`src/coreTypesPkg.sv`:
```
`default_nettype none

package coreTypesPkg;

    typedef logic [31:0] wordT;    // register and memory data
    typedef logic [31:0] addrT;    // byte address
    typedef logic [4:0]  regIdxT;  // x0..x31

    localparam regIdxT X0 = 5'd0;  // hardwired zero register

    // only what the supported instructions need
    typedef enum logic [1:0] {
        ALU_ADD,  // addi, add, lw/sw address
        ALU_SUB,  // sub, branch compare
        ALU_SLL   // slli
    } aluOpE;

    // core run state
    typedef enum logic [1:0] {
        ST_IDLE,  // after reset, waiting for start
        ST_RUN,   // one instruction per clock
        ST_HALT   // stopped by ebreak, start runs again
    } runStateE;

endpackage

`default_nettype wire

```
`src/rvIsaPkg.sv`:
```
`default_nettype none

package rvIsaPkg;

    typedef logic [31:0] instrT;    // raw instruction word
    typedef logic [6:0]  opcodeT;   // instr[6:0]
    typedef logic [2:0]  funct3T;   // instr[14:12]
    typedef logic [6:0]  funct7T;   // instr[31:25]

    // major opcodes, only those this core decodes
    localparam opcodeT OP_IMM    = 7'b0010011;  // addi, slli
    localparam opcodeT OP_REG    = 7'b0110011;  // add, sub
    localparam opcodeT OP_LOAD   = 7'b0000011;  // lw
    localparam opcodeT OP_STORE  = 7'b0100011;  // sw
    localparam opcodeT OP_BRANCH = 7'b1100011;  // beq, blt
    localparam opcodeT OP_JAL    = 7'b1101111;
    localparam opcodeT OP_SYSTEM = 7'b1110011;  // ebreak lives here

    localparam funct3T F3_ADD = 3'b000;  // add and sub share it
    localparam funct3T F3_SLL = 3'b001;
    localparam funct3T F3_BEQ = 3'b000;
    localparam funct3T F3_BLT = 3'b100;
    localparam funct3T F3_LW  = 3'b010;  // word width, sw uses the same code

    localparam funct7T F7_ZERO = 7'b0000000;
    localparam funct7T F7_SUB  = 7'b0100000;  // sub, and srai on a full core

    // ebreak has no operands, so the whole word is matched
    localparam instrT EBREAK = 32'h0010_0073;

    // immediate encodings
    typedef enum logic [1:0] {
        IMM_I,  // addi, slli, lw
        IMM_S,  // sw
        IMM_B,  // beq, blt
        IMM_J   // jal
    } immKindE;

endpackage

`default_nettype wire

```
`src/immediateGen.sv`:
```
`default_nettype none

module immediateGen (
    input  wire rvIsaPkg::instrT   instr,
    input  wire rvIsaPkg::immKindE immKind,
    output coreTypesPkg::wordT     imm
);
    import rvIsaPkg::*;

    // instr[31] is the sign bit in every format
    always_comb begin
        case (immKind)
            IMM_I: begin
                imm = {{20{instr[31]}}, instr[31:20]};
            end
            IMM_S: begin
                // split around rd field
                imm = {{20{instr[31]}}, instr[31:25], instr[11:7]};
            end
            IMM_B: begin
                // bit 11 sits in instr[7], bit 0 always zero
                imm = {{19{instr[31]}}, instr[31], instr[7], instr[30:25], instr[11:8], 1'b0};
            end
            IMM_J: begin
                // 20 bit offset, scrambled order
                imm = {{11{instr[31]}}, instr[31], instr[19:12], instr[20], instr[30:21], 1'b0};
            end
            default: begin
                imm = '0;
            end
        endcase
    end

endmodule

`default_nettype wire

```
`config.mk`:
```
export PLATFORM = sky130hd
export DESIGN_NAME = immediateGen
export DESIGN_NICKNAME = d
export VERILOG_FILES = /design/src/coreTypesPkg.sv /design/src/rvIsaPkg.sv /design/src/immediateGen.sv
export SDC_FILE = /design/constraint.sdc
export NUM_CORES = 1
export LEC_CHECK = 0
export BUFFER_PORTS_ARGS = -buffer_cell sky130_fd_sc_hd__buf_2
export CAP_MARGIN = 5
export CORE_AREA = 2 2 39 41
export DETAILED_ROUTE_END_ITERATION = 8
export DIE_AREA = 0 0 41 43
export PLACE_DENSITY = 0.92
export SYNTH_ARGS = -nofsm -noshare
export SYNTH_HDL_FRONTEND = slang
export SYNTH_SLANG_ARGS = --single-unit
```
`constraint.sdc`:
```
create_clock -name vclk -period 0.8
set_input_delay 0 -clock vclk [all_inputs]
set_output_delay 0 -clock vclk [all_outputs]
set_load 0.005 [all_outputs]
```
==> parameters.txt, run 1 <==
Parameter                              Value

STA
  Slew Limit Headroom ... 0.845
  RSZ-0062 raised after global routing ... yes
  Fmax achieved ... 1260 MHz
  Period minus WS final ... 796 ps
  Final critical-path share of the clock period ... 0.995
  Transition time at the pin with the least slew margin ... 232 ps
  Number of failing hold endpoints at the final stage ... 0
  Count of final max-slew check failures ... 0
  Endpoints failing setup ... 0

Pwr
  Part of the total power dissipated in the clock network ... 0
  Pwr per Cell Area ... 660 nW/um^2
  Maximum VDD drop ... 0.171 mV
  Internal portion of total power ... 0.000223 W
  Static leakage ... 0.313 nW
  Net switching share of the total power ... 0.378
  Power share of the combinational group ... 1.000
  Net switching component of the power ... 0.000135 W
  Sequential fraction of design power ... 0

Final layout
  Number of sequential cells in the layout ... 0
  Final layout net count ... 106
  Final design area excluding fillers ... 543 sq um
  Area taken by flip-flops and latches ... 0 sq um
  Clock buffer count in the final layout ... 0
  Non-filler cells, final ... 86
  P&R area growth vs syn ... 68.2%
  Diode count ... 0
  Proportion of layout cells with a drive suffix above 1 ... 0.929

Placed design
  Post-detailed-placement half-perimeter wirelength ... 760 um
  Final estimated routing congestion in global placement ... 0.538
  Total cell area at the placement stage ... 460 sq um
  # port buffers ... 47
  Count of placed standard cells including taps ... 86

Hold path
  Type of the most critical hold path ... primary input to output port
  WHS Path Cells ... 0

Run status
  Status ... complete, no violations

Worst setup path
  Worst stage delay on the critical path ... 330 ps
  Cell-by-cell listing of the critical path ... buf_8 > xor2_4 > mux2_4 > buf_6
  Total stage count of the critical path ... 4
  WP buf/inv ... 2
  Kind of start point of the critical path ... primary input
  Cell with the largest stage delay on the worst path ... sky130_fd_sc_hd__mux2_4
  CP delay by family, top ... multiplexers
  Arrival time of data at the critical path endpoint ... 800 ps
  Critical path fanouts, max ... 4
  Nature of the critical path endpoint ... output port
  Worst setup path category ... primary input to output port
  Worst endpoint required time ... 800 ps

Routing
  Vias after detailed routing ... 376
  Final ANT Viol Nets ... 0
  Vias/cell ... 4.37
  Number of detailed-routing iterations run before antenna repair ... 3
  DR DRC count ... 0
  Total Wirelength ... 976 um
  Routed length per instance ... 11.3 um
  Violation count after the first detailed-routing iteration ... 4

Die
  Starting utilization of the core area ... 0.233
  Die area ... 1760 sq um
  Core region area ... 1380 sq um
  IO Pins ... 66
  Chip Height ... 43 um
  Cell Rows ... 14
  Horiz. Die Dim ... 41 um

GRT
  Antenna violations before repair ... 0
  Total routing resource utilization after global routing ... 0.0989
  Wire length of the first global-routing pass ... 1310 um
  Maximum number of pins on one net before global-route repair ... 14
  Leftover overflow at the end of global routing ... 0
  Vias in the first global route ... 316

Yosys
  Distinct cells, synth ... 9
  Gate count of the mapped netlist ... 39
  Sequential element share of the synthesized area ... 0
  Mean instance size in the synthesized netlist ... 8.28 sq um
  Count of warnings emitted by yosys ... 0
  Net count after synthesis ... 73
  Synth Cell Area ... 323 sq um

Clock network
  Post-CTS Setup Repair Bufs ... 0

Job
  Max cap viols ... 0
[path summary, 6_finish.rpt]
path     end       start  slack (ps)
min   imm[7]   instr[27]       0.002
max   imm[3]  immKind[1]           4
[kinds of logic (layout without fill, tap and decap cells)]
logic type / after synthesis / after routing / synth area share
AO/OA/AOI/OAI: 10 / 10 / 0.267
XOR/XNOR: 1 / 1 / 0.0504
buffers and inverters: 20 / 51 / 0.457
multiplexers: 6 / 6 / 0.202
AND/OR/NAND/NOR: 2 / 2 / 0.0233
[synth_stat cells]
library cell | number | area share
sky130_fd_sc_hd__a21oi_1 | 1 | 0.015
sky130_fd_sc_hd__buf_4 | 19 | 0.44
sky130_fd_sc_hd__a31o_2 | 8 | 0.22
sky130_fd_sc_hd__mux2i_1 | 2 | 0.062
sky130_fd_sc_hd__xor2_2 | 1 | 0.050
sky130_fd_sc_hd__mux2_2 | 4 | 0.14
sky130_fd_sc_hd__a21boi_2 | 1 | 0.035
sky130_fd_sc_hd__buf_2 | 1 | 0.015
sky130_fd_sc_hd__nor2_1 | 2 | 0.023
[power by group through the flow]
stage	Sequential (W)	Combinational [W]	Clock (W)
3_5_place_dp	0	0.000286	0
4_1_cts	0	0.000300	0
6_report	0	0.000358	0
3_3_place_gp	0	0.000283	0
2_1_floorplan	0	0.000188	0
5_1_grt	0	0.000387	0
[per-stage QoR]
stage          utilization  setup TNS [ps]  total power, W  setup WS [ps]  hold WS [ps]
3_3_place_gp         0.333            -461        0.000283          -61.3        0.0346
2_1_floorplan            -               0        0.000188            228          80.8
3_5_place_dp         0.333            -689        0.000286          -65.8        0.0346
6_report             0.392               0        0.000358           3.61       0.00184
5_1_grt              0.392           -91.9        0.000387          -27.4        0.0171
4_1_cts              0.346            -128        0.000300          -34.9        0.0346
[cell usage in the layout, fill, tap and decap left out]
cell type	count
sky130_fd_sc_hd__a21boi_4	1
sky130_fd_sc_hd__a21oi_1	1
sky130_fd_sc_hd__a31o_2	8
sky130_fd_sc_hd__buf_2	41
sky130_fd_sc_hd__buf_4	3
sky130_fd_sc_hd__buf_6	5
sky130_fd_sc_hd__buf_8	2
sky130_fd_sc_hd__mux2_4	4
sky130_fd_sc_hd__mux2i_1	2
sky130_fd_sc_hd__nor2_1	2
sky130_fd_sc_hd__xor2_4	1
[final cells by class]
cell class	instances	area, sq um
multi-input cells	19	209
well taps	16	20.0
fillers	149	841
repair buffers	51	314
[timing repair]
item | in CTS | in global routing
hold buffers | 0 | 0
pin swaps | 0 | 2
gates cloned | 0 | 0
gates resized for setup | 2 | 15
endpoints found under the setup margin | 12 | 13
[routing by layer]
metal,vias up,wire length [um],track usage,part of all wire
met1,180,376,0.142,0.39
met3,0,59,0,0.060
met5,-,0,0,0
li1,183,-,-,-
met2,13,540,0.169,0.55
met4,0,0,0,0
(Power assumes the default switching activity.)
==> run 2, diff against run 1 <==
Settings changed: REMOVE_ABC_BUFFERS set to 1.
==> parameters.txt, run 2 (synthesis gave the netlist of run 1 again) <==
Parameter                              Value

Routing
  Number of detailed-routing iterations run before antenna repair ... 3 (unchanged)
  Vias/cell ... 4.34 (-0.71%)
  Total Wirelength ... 1100 um (+13%)
  Vias after detailed routing ... 382 (+1.6%)
  Final ANT Viol Nets ... 0 (unchanged)
  DR DRC count ... 0 (unchanged)
  Violation count after the first detailed-routing iteration ... 3 (-1)
  Routed length per instance ... 12.5 um (+10%)

Final layout
  Proportion of layout cells with a drive suffix above 1 ... 0.931 (+0.00198)
  Most frequent standard cell in the layout excluding fill and tap cells ... sky130_fd_sc_hd__buf_2
  Fin util ... 0.401 (+0.00814)
  Fill count ... 153 (+2.7%)
  Most frequent cells in the layout ... sky130_fd_sc_hd__buf_2, sky130_fd_sc_hd__a31o_2, sky130_fd_sc_hd__buf_6
  Final design area excluding fillers ... 554 sq um (+2.1%)
  P&R area growth vs syn ... 71.7%
  Area of the multi-input gates ... 209 sq um (unchanged)
  Clock buffer count in the final layout ... 0 (unchanged)
  Area taken by flip-flops and latches ... 0 sq um (unchanged)
  Diode count ... 0 (unchanged)
  Final layout net count ... 108 (+1.9%)
  Non-filler cells, final ... 88 (+2.3%)
  Number of sequential cells in the layout ... 0 (unchanged)

STA
  Slew Limit Headroom ... 0.850 (+0.00539)
  Fmax achieved ... 1260 MHz (+0.64%)
  Number of failing hold endpoints at the final stage ... 0 (unchanged)
  Count of final max-slew check failures ... 0 (unchanged)
  Period minus WS final ... 791 ps (-5.09 ps)
  Endpoints failing setup ... 0 (unchanged)
  Final critical-path share of the clock period ... 0.989 (-0.00636)
  Post-route worst setup slack ... 8.70 ps (+5.09 ps)
  Post-Route Setup TNS ... 0 ps (unchanged)
  Transition time at the pin with the least slew margin ... 225 ps (-7.86 ps)
  RSZ-0062 raised after global routing ... yes

Worst setup path
  Cell-by-cell listing of the critical path ... buf_8 > xor2_4 > mux2_4 > buf_6
  Cell with the largest stage delay on the worst path ... sky130_fd_sc_hd__mux2_4
  WP buf/inv ... 2 (unchanged)
  Setup crit start ... immKind[0]
  CP delay by family, top ... multiplexers
  Critical path fanouts, max ... 4 (unchanged)
  Kind of start point of the critical path ... primary input
  Worst setup path category ... primary input to output port
  Nature of the critical path endpoint ... output port
  Arrival time of data at the critical path endpoint ... 790 ps (about the same)
  Worst endpoint required time ... 800 ps (about the same)
  Worst stage delay on the critical path ... 330 ps (about the same)

Die
  Core region area ... 1380 sq um (unchanged)
  Die area ... 1760 sq um (unchanged)
  Horiz. Die Dim ... 41 um (unchanged)
  IO Pins ... 66 (unchanged)
  Starting utilization of the core area ... 0.233 (unchanged)
  Cell Rows ... 14 (unchanged)
  Chip Height ... 43 um (unchanged)

GRT
  Leftover overflow at the end of global routing ... 0 (unchanged)
  Maximum number of pins on one net before global-route repair ... 14 (unchanged)
  Total routing resource utilization after global routing ... 0.119 (+0.0200)
  Vias in the first global route ... 328 (+3.8%)
  Antenna violations before repair ... 0 (unchanged)
  Wire length of the first global-routing pass ... 1460 um (+12%)

Job
  Max cap viols ... 0 (unchanged)

Pwr
  Maximum VDD drop ... 0.185 mV (+8.3%)
  Static leakage ... 0.321 nW (+2.6%)
  Pwr per Cell Area ... 655 nW/um^2 (-0.82%)

Placed design
  Post-detailed-placement half-perimeter wirelength ... 920 um (+21%)
  Dpl ws ... -73.8 ps (-8.03 ps)
  Final estimated routing congestion in global placement ... 0.615 (+14%)
  Count of placed standard cells including taps ... 88 (+2.3%)
  # port buffers ... 47 (unchanged)
  Total cell area at the placement stage ... 475 sq um (+3.3%)

Clock network
  Post-CTS Setup Repair Bufs ... 0 (unchanged)

Hold path
  Hold path startpoint ... instr[27]
  Type of the most critical hold path ... primary input to output port

Run status
  Status ... complete, no violations
==> run 2: timing repair <==
action,4_1_cts,5_1_grt
hold buffers,0,0
setup endpoints to repair,12,12
resized for setup,3,15
pin swaps,1,1
==> run 2: through the flow <==
step | hold WS, ps | power, W
after floorplan | 0 | 0.0000992
final | 0.0472 | 0.000363
after global routing | 0.0370 | 0.000395
after detailed placement | 0.0416 | 0.000297
after CTS | 0.0416 | 0.000312
after global placement | 0.0416 | 0.000287
==> run 2: cell type report <==
type | count | area share
tap | 16 | 0.0361
timing repair buffer | 53 | 0.587
multi-input combinational | 19 | 0.377
==> run 2: path summary, 6_finish.rpt <==
| check | cells past startpoint | slack (ps) | to |
|---|---|---|---|
| worst max-delay path | 4 | 9 | imm[1] |
| worst min-delay path | 0 | 0.05 | imm[7] |
==> run 2: where the power goes <==
group          switching [W]  total (W)  internal, W  leakage, nW
clock network              0          0            0            0
logic               0.000136   0.000363     0.000227        0.321
registers                  0          0            0            0
==> run 2: metal layers <==
layer / track usage / part of all wire / vias up
met5: 0 / 0 / -
li1: - / - / 187
met4: 0 / 0 / 0
met1: 0.101 / 0.27 / 175
met3: 0.0733 / 0.12 / 0
met2: 0.228 / 0.61 / 20
==> run 3, diff against run 2 <==
Settings changed: ABC_AREA set to 1, PLACE_DENSITY 0.92 to 0.91.
==> parameters.txt, run 3 <==
Parameter                              Value

Routing
  Final ANT Viol Nets ... 0 (unchanged)
  Total Wirelength ... 925 um (-16%)
  Violation count after the first detailed-routing iteration ... 1 (-2)
  Vias/cell ... 4.38 (+0.84%)
  DR DRC count ... 0 (unchanged)
  Routed length per instance ... 8.73 um (-30%)
  Number of detailed-routing iterations run before antenna repair ... 2 (-1)
  Vias after detailed routing ... 464 (+21%)

STA
  Number of failing hold endpoints at the final stage ... 0 (unchanged)
  Slew Limit Headroom ... 0.842 (-0.00756)
  RSZ-0062 raised after global routing ... no
  Endpoints failing setup ... 0 (unchanged)
  Period minus WS final ... 700 ps (-91.4 ps)
  Fmax achieved ... 1430 MHz (+13%)
  Final critical-path share of the clock period ... 0.875 (-0.114)
  Post-Route Setup TNS ... 0 ps (unchanged)
  Transition time at the pin with the least slew margin ... 236 ps (+11.1 ps)
  Count of final max-slew check failures ... 0 (unchanged)

Final layout
  Diode count ... 0 (unchanged)
  Final layout net count ... 126 (+17%)
  Area taken by flip-flops and latches ... 0 sq um (unchanged)
  Fill count ... 156 (+2.0%)
  P&R area growth vs syn ... 40.1%
  Most frequent standard cell in the layout excluding fill and tap cells ... sky130_fd_sc_hd__buf_2
  Clock buffer count in the final layout ... 0 (unchanged)
  Proportion of layout cells with a drive suffix above 1 ... 0.544 (-0.386)
  Area of the multi-input gates ... 163 sq um (-22%)
  Most frequent cells in the layout ... sky130_fd_sc_hd__buf_2, sky130_fd_sc_hd__nand2_1, sky130_fd_sc_hd__nand3_1
  Number of sequential cells in the layout ... 0 (unchanged)

GRT
  Total routing resource utilization after global routing ... 0.0899 (-0.0290)
  Antenna violations before repair ... 0 (unchanged)
  Vias in the first global route ... 344 (+4.9%)
  Leftover overflow at the end of global routing ... 0 (unchanged)
  Maximum number of pins on one net before global-route repair ... 15 (+1)
  Wire length of the first global-routing pass ... 1210 um (-17%)

Worst setup path
  Most used cell, CP ... sky130_fd_sc_hd__nand2_1
  Arrival time of data at the critical path endpoint ... 700 ps (-90 ps)
  Kind of start point of the critical path ... primary input
  Worst stage delay on the critical path ... 140 ps (-190 ps)
  Critical path fanouts, max ... 5 (+1)
  Worst endpoint required time ... 800 ps (about the same)
  Setup crit start ... immKind[1]
  Cell with the largest stage delay on the worst path ... sky130_fd_sc_hd__nand2_1
  Worst setup path category ... primary input to output port
  CP Capture Point ... imm[4]
  Nature of the critical path endpoint ... output port
  Cell-by-cell listing of the critical path ... buf_2 > inv_1 > nand2_1 > nand2_2 > nand2_1 > nand2_1 > buf_2

Hold path
  Type of the most critical hold path ... primary input to output port

Run status
  Status ... complete, no violations

Placed design
  Post-detailed-placement half-perimeter wirelength ... 818 um (-11%)
  Final estimated routing congestion in global placement ... 0.662 (+7.6%)
  # port buffers ... 47 (unchanged)

Clock network
  Number of hold buffers added after cts ... 0 (unchanged)
  Cells resized by post-CTS repair ... 0 (-3)
  Post-CTS Setup Repair Bufs ... 0 (unchanged)

Job
  Max cap viols ... 0 (unchanged)

Yosys
  Top-count cell post-synth ... sky130_fd_sc_hd__nand2_1
  Proportion of netlist area held by the largest area contributor ... 0.437 (-0.00461)
  Count of warnings emitted by yosys ... 0 (unchanged)
  Cell types occupying the most area after synthesis ... sky130_fd_sc_hd__buf_4, sky130_fd_sc_hd__nand2_1, sky130_fd_sc_hd__nand3_1
  Synth Cell Area ... 309 sq um (-4.3%)
  Gate count of the mapped netlist ... 61 (+56%)
  Top post-synthesis cells by count ... sky130_fd_sc_hd__nand2_1, sky130_fd_sc_hd__buf_4, sky130_fd_sc_hd__nand3_1
  Mean instance size in the synthesized netlist ... 5.07 sq um (-39%)
  Largest area contributor in the netlist ... sky130_fd_sc_hd__buf_4
  Sequential element share of the synthesized area ... 0 (unchanged)
  Distinct cells, synth ... 6 (-3)

Pwr
  Net switching component of the power ... 0.000120 W (-11%)
  Power share of the combinational group ... 1.000 (about the same)
  Maximum VDD drop ... 0.161 mV (-13%)
  Net switching share of the total power ... 0.494 (+0.120)
  Sum of internal, switching and leakage power ... 0.000244 W (-33%)
  Pwr per Cell Area ... 563 nW/um^2 (-14%)
  Sequential fraction of design power ... 0 (unchanged)
  Part of the total power dissipated in the clock network ... 0 (unchanged)
  Static leakage ... 0.309 nW (-3.9%)
  Internal portion of total power ... 0.000123 W (-46%)

Die
  Chip Height ... 43 um (unchanged)
  Die area ... 1760 sq um (unchanged)
  Cell Rows ... 14 (unchanged)
  Horiz. Die Dim ... 41 um (unchanged)
  IO Pins ... 66 (unchanged)
  Starting utilization of the core area ... 0.223 (-0.00995)
  Core region area ... 1380 sq um (unchanged)
run 3: cell types whose count changed in the layout (fill, tap and decap cells not counted), moves of 2 or more:
cell                      previous run  this run
sky130_fd_sc_hd__a31o_2              8         0
sky130_fd_sc_hd__buf_2              41        47
sky130_fd_sc_hd__buf_4               5         0
sky130_fd_sc_hd__buf_6               6         0
sky130_fd_sc_hd__inv_1               0         2
sky130_fd_sc_hd__mux2_4              4         0
sky130_fd_sc_hd__mux2i_1             2         0
sky130_fd_sc_hd__nand2_1             0        31
sky130_fd_sc_hd__nand3_1             0         8
sky130_fd_sc_hd__nor2_1              2         0
run 3: worst max-delay path: cells and delay by family:
family / cells / cell delay (ps)
buffers and inverters: 3 / 320
AND/OR/NAND/NOR: 4 / 380
run 3: worst min path at each step:
stage                     endpoint  cells past startpoint  slack, ps      start
after floorplan            imm[10]                      0          0  instr[30]
after global placement      imm[5]                      0       0.06  instr[25]
after detailed placement    imm[5]                      0       0.06  instr[25]
after CTS                   imm[5]                      0       0.06  instr[25]
after global routing        imm[6]                      0       0.04  instr[26]
final                       imm[5]                      0       0.04  instr[25]
run 3: stage by stage:
| stage | hold WS [ps] | cell area [sq um] | setup slack [ps] | std cells | utilization |
|---|---|---|---|---|---|
| 2_1_floorplan | 0 | 174 | 408 | 43 | - |
| 3_3_place_gp | 0.0568 | 429 | 104 | 106 | 0.310 |
| 3_5_place_dp | 0.0568 | 429 | 86.1 | 106 | 0.310 |
| 4_1_cts | 0.0568 | 429 | 79.6 | 106 | 0.310 |
| 5_1_grt | 0.0407 | 433 | 4.18 | 106 | 0.313 |
| 6_report | 0.0438 | 433 | 100 | 106 | 0.313 |
run 3: routing by layer:
metal,up-vias,GRT usage,part of all wire
met3,0,0.0366,0.18
met1,188,0.0633,0.31
met4,0,0,0
met2,48,0.197,0.51
met5,-,0,0
li1,228,-,-
run 3: layout make-up:
class / count / share of cell area
repair buffers: 47 / 0.543
multi-input cells: 40 / 0.376
well taps: 16 / 0.0462
inverters: 3 / 0.0347
run 3: power groups by stage:
stage	registers, W	logic (W)	clock network [W]
after floorplan	0	0.0000855	0
after global placement	0	0.000237	0
after detailed placement	0	0.000245	0
after CTS	0	0.000246	0
after global routing	0	0.000278	0
final	0	0.000244	0
run 3: kinds of logic after synthesis:
family,after synthesis,share of synthesized area
buf+inv,21,0.474
simple gates,40,0.526
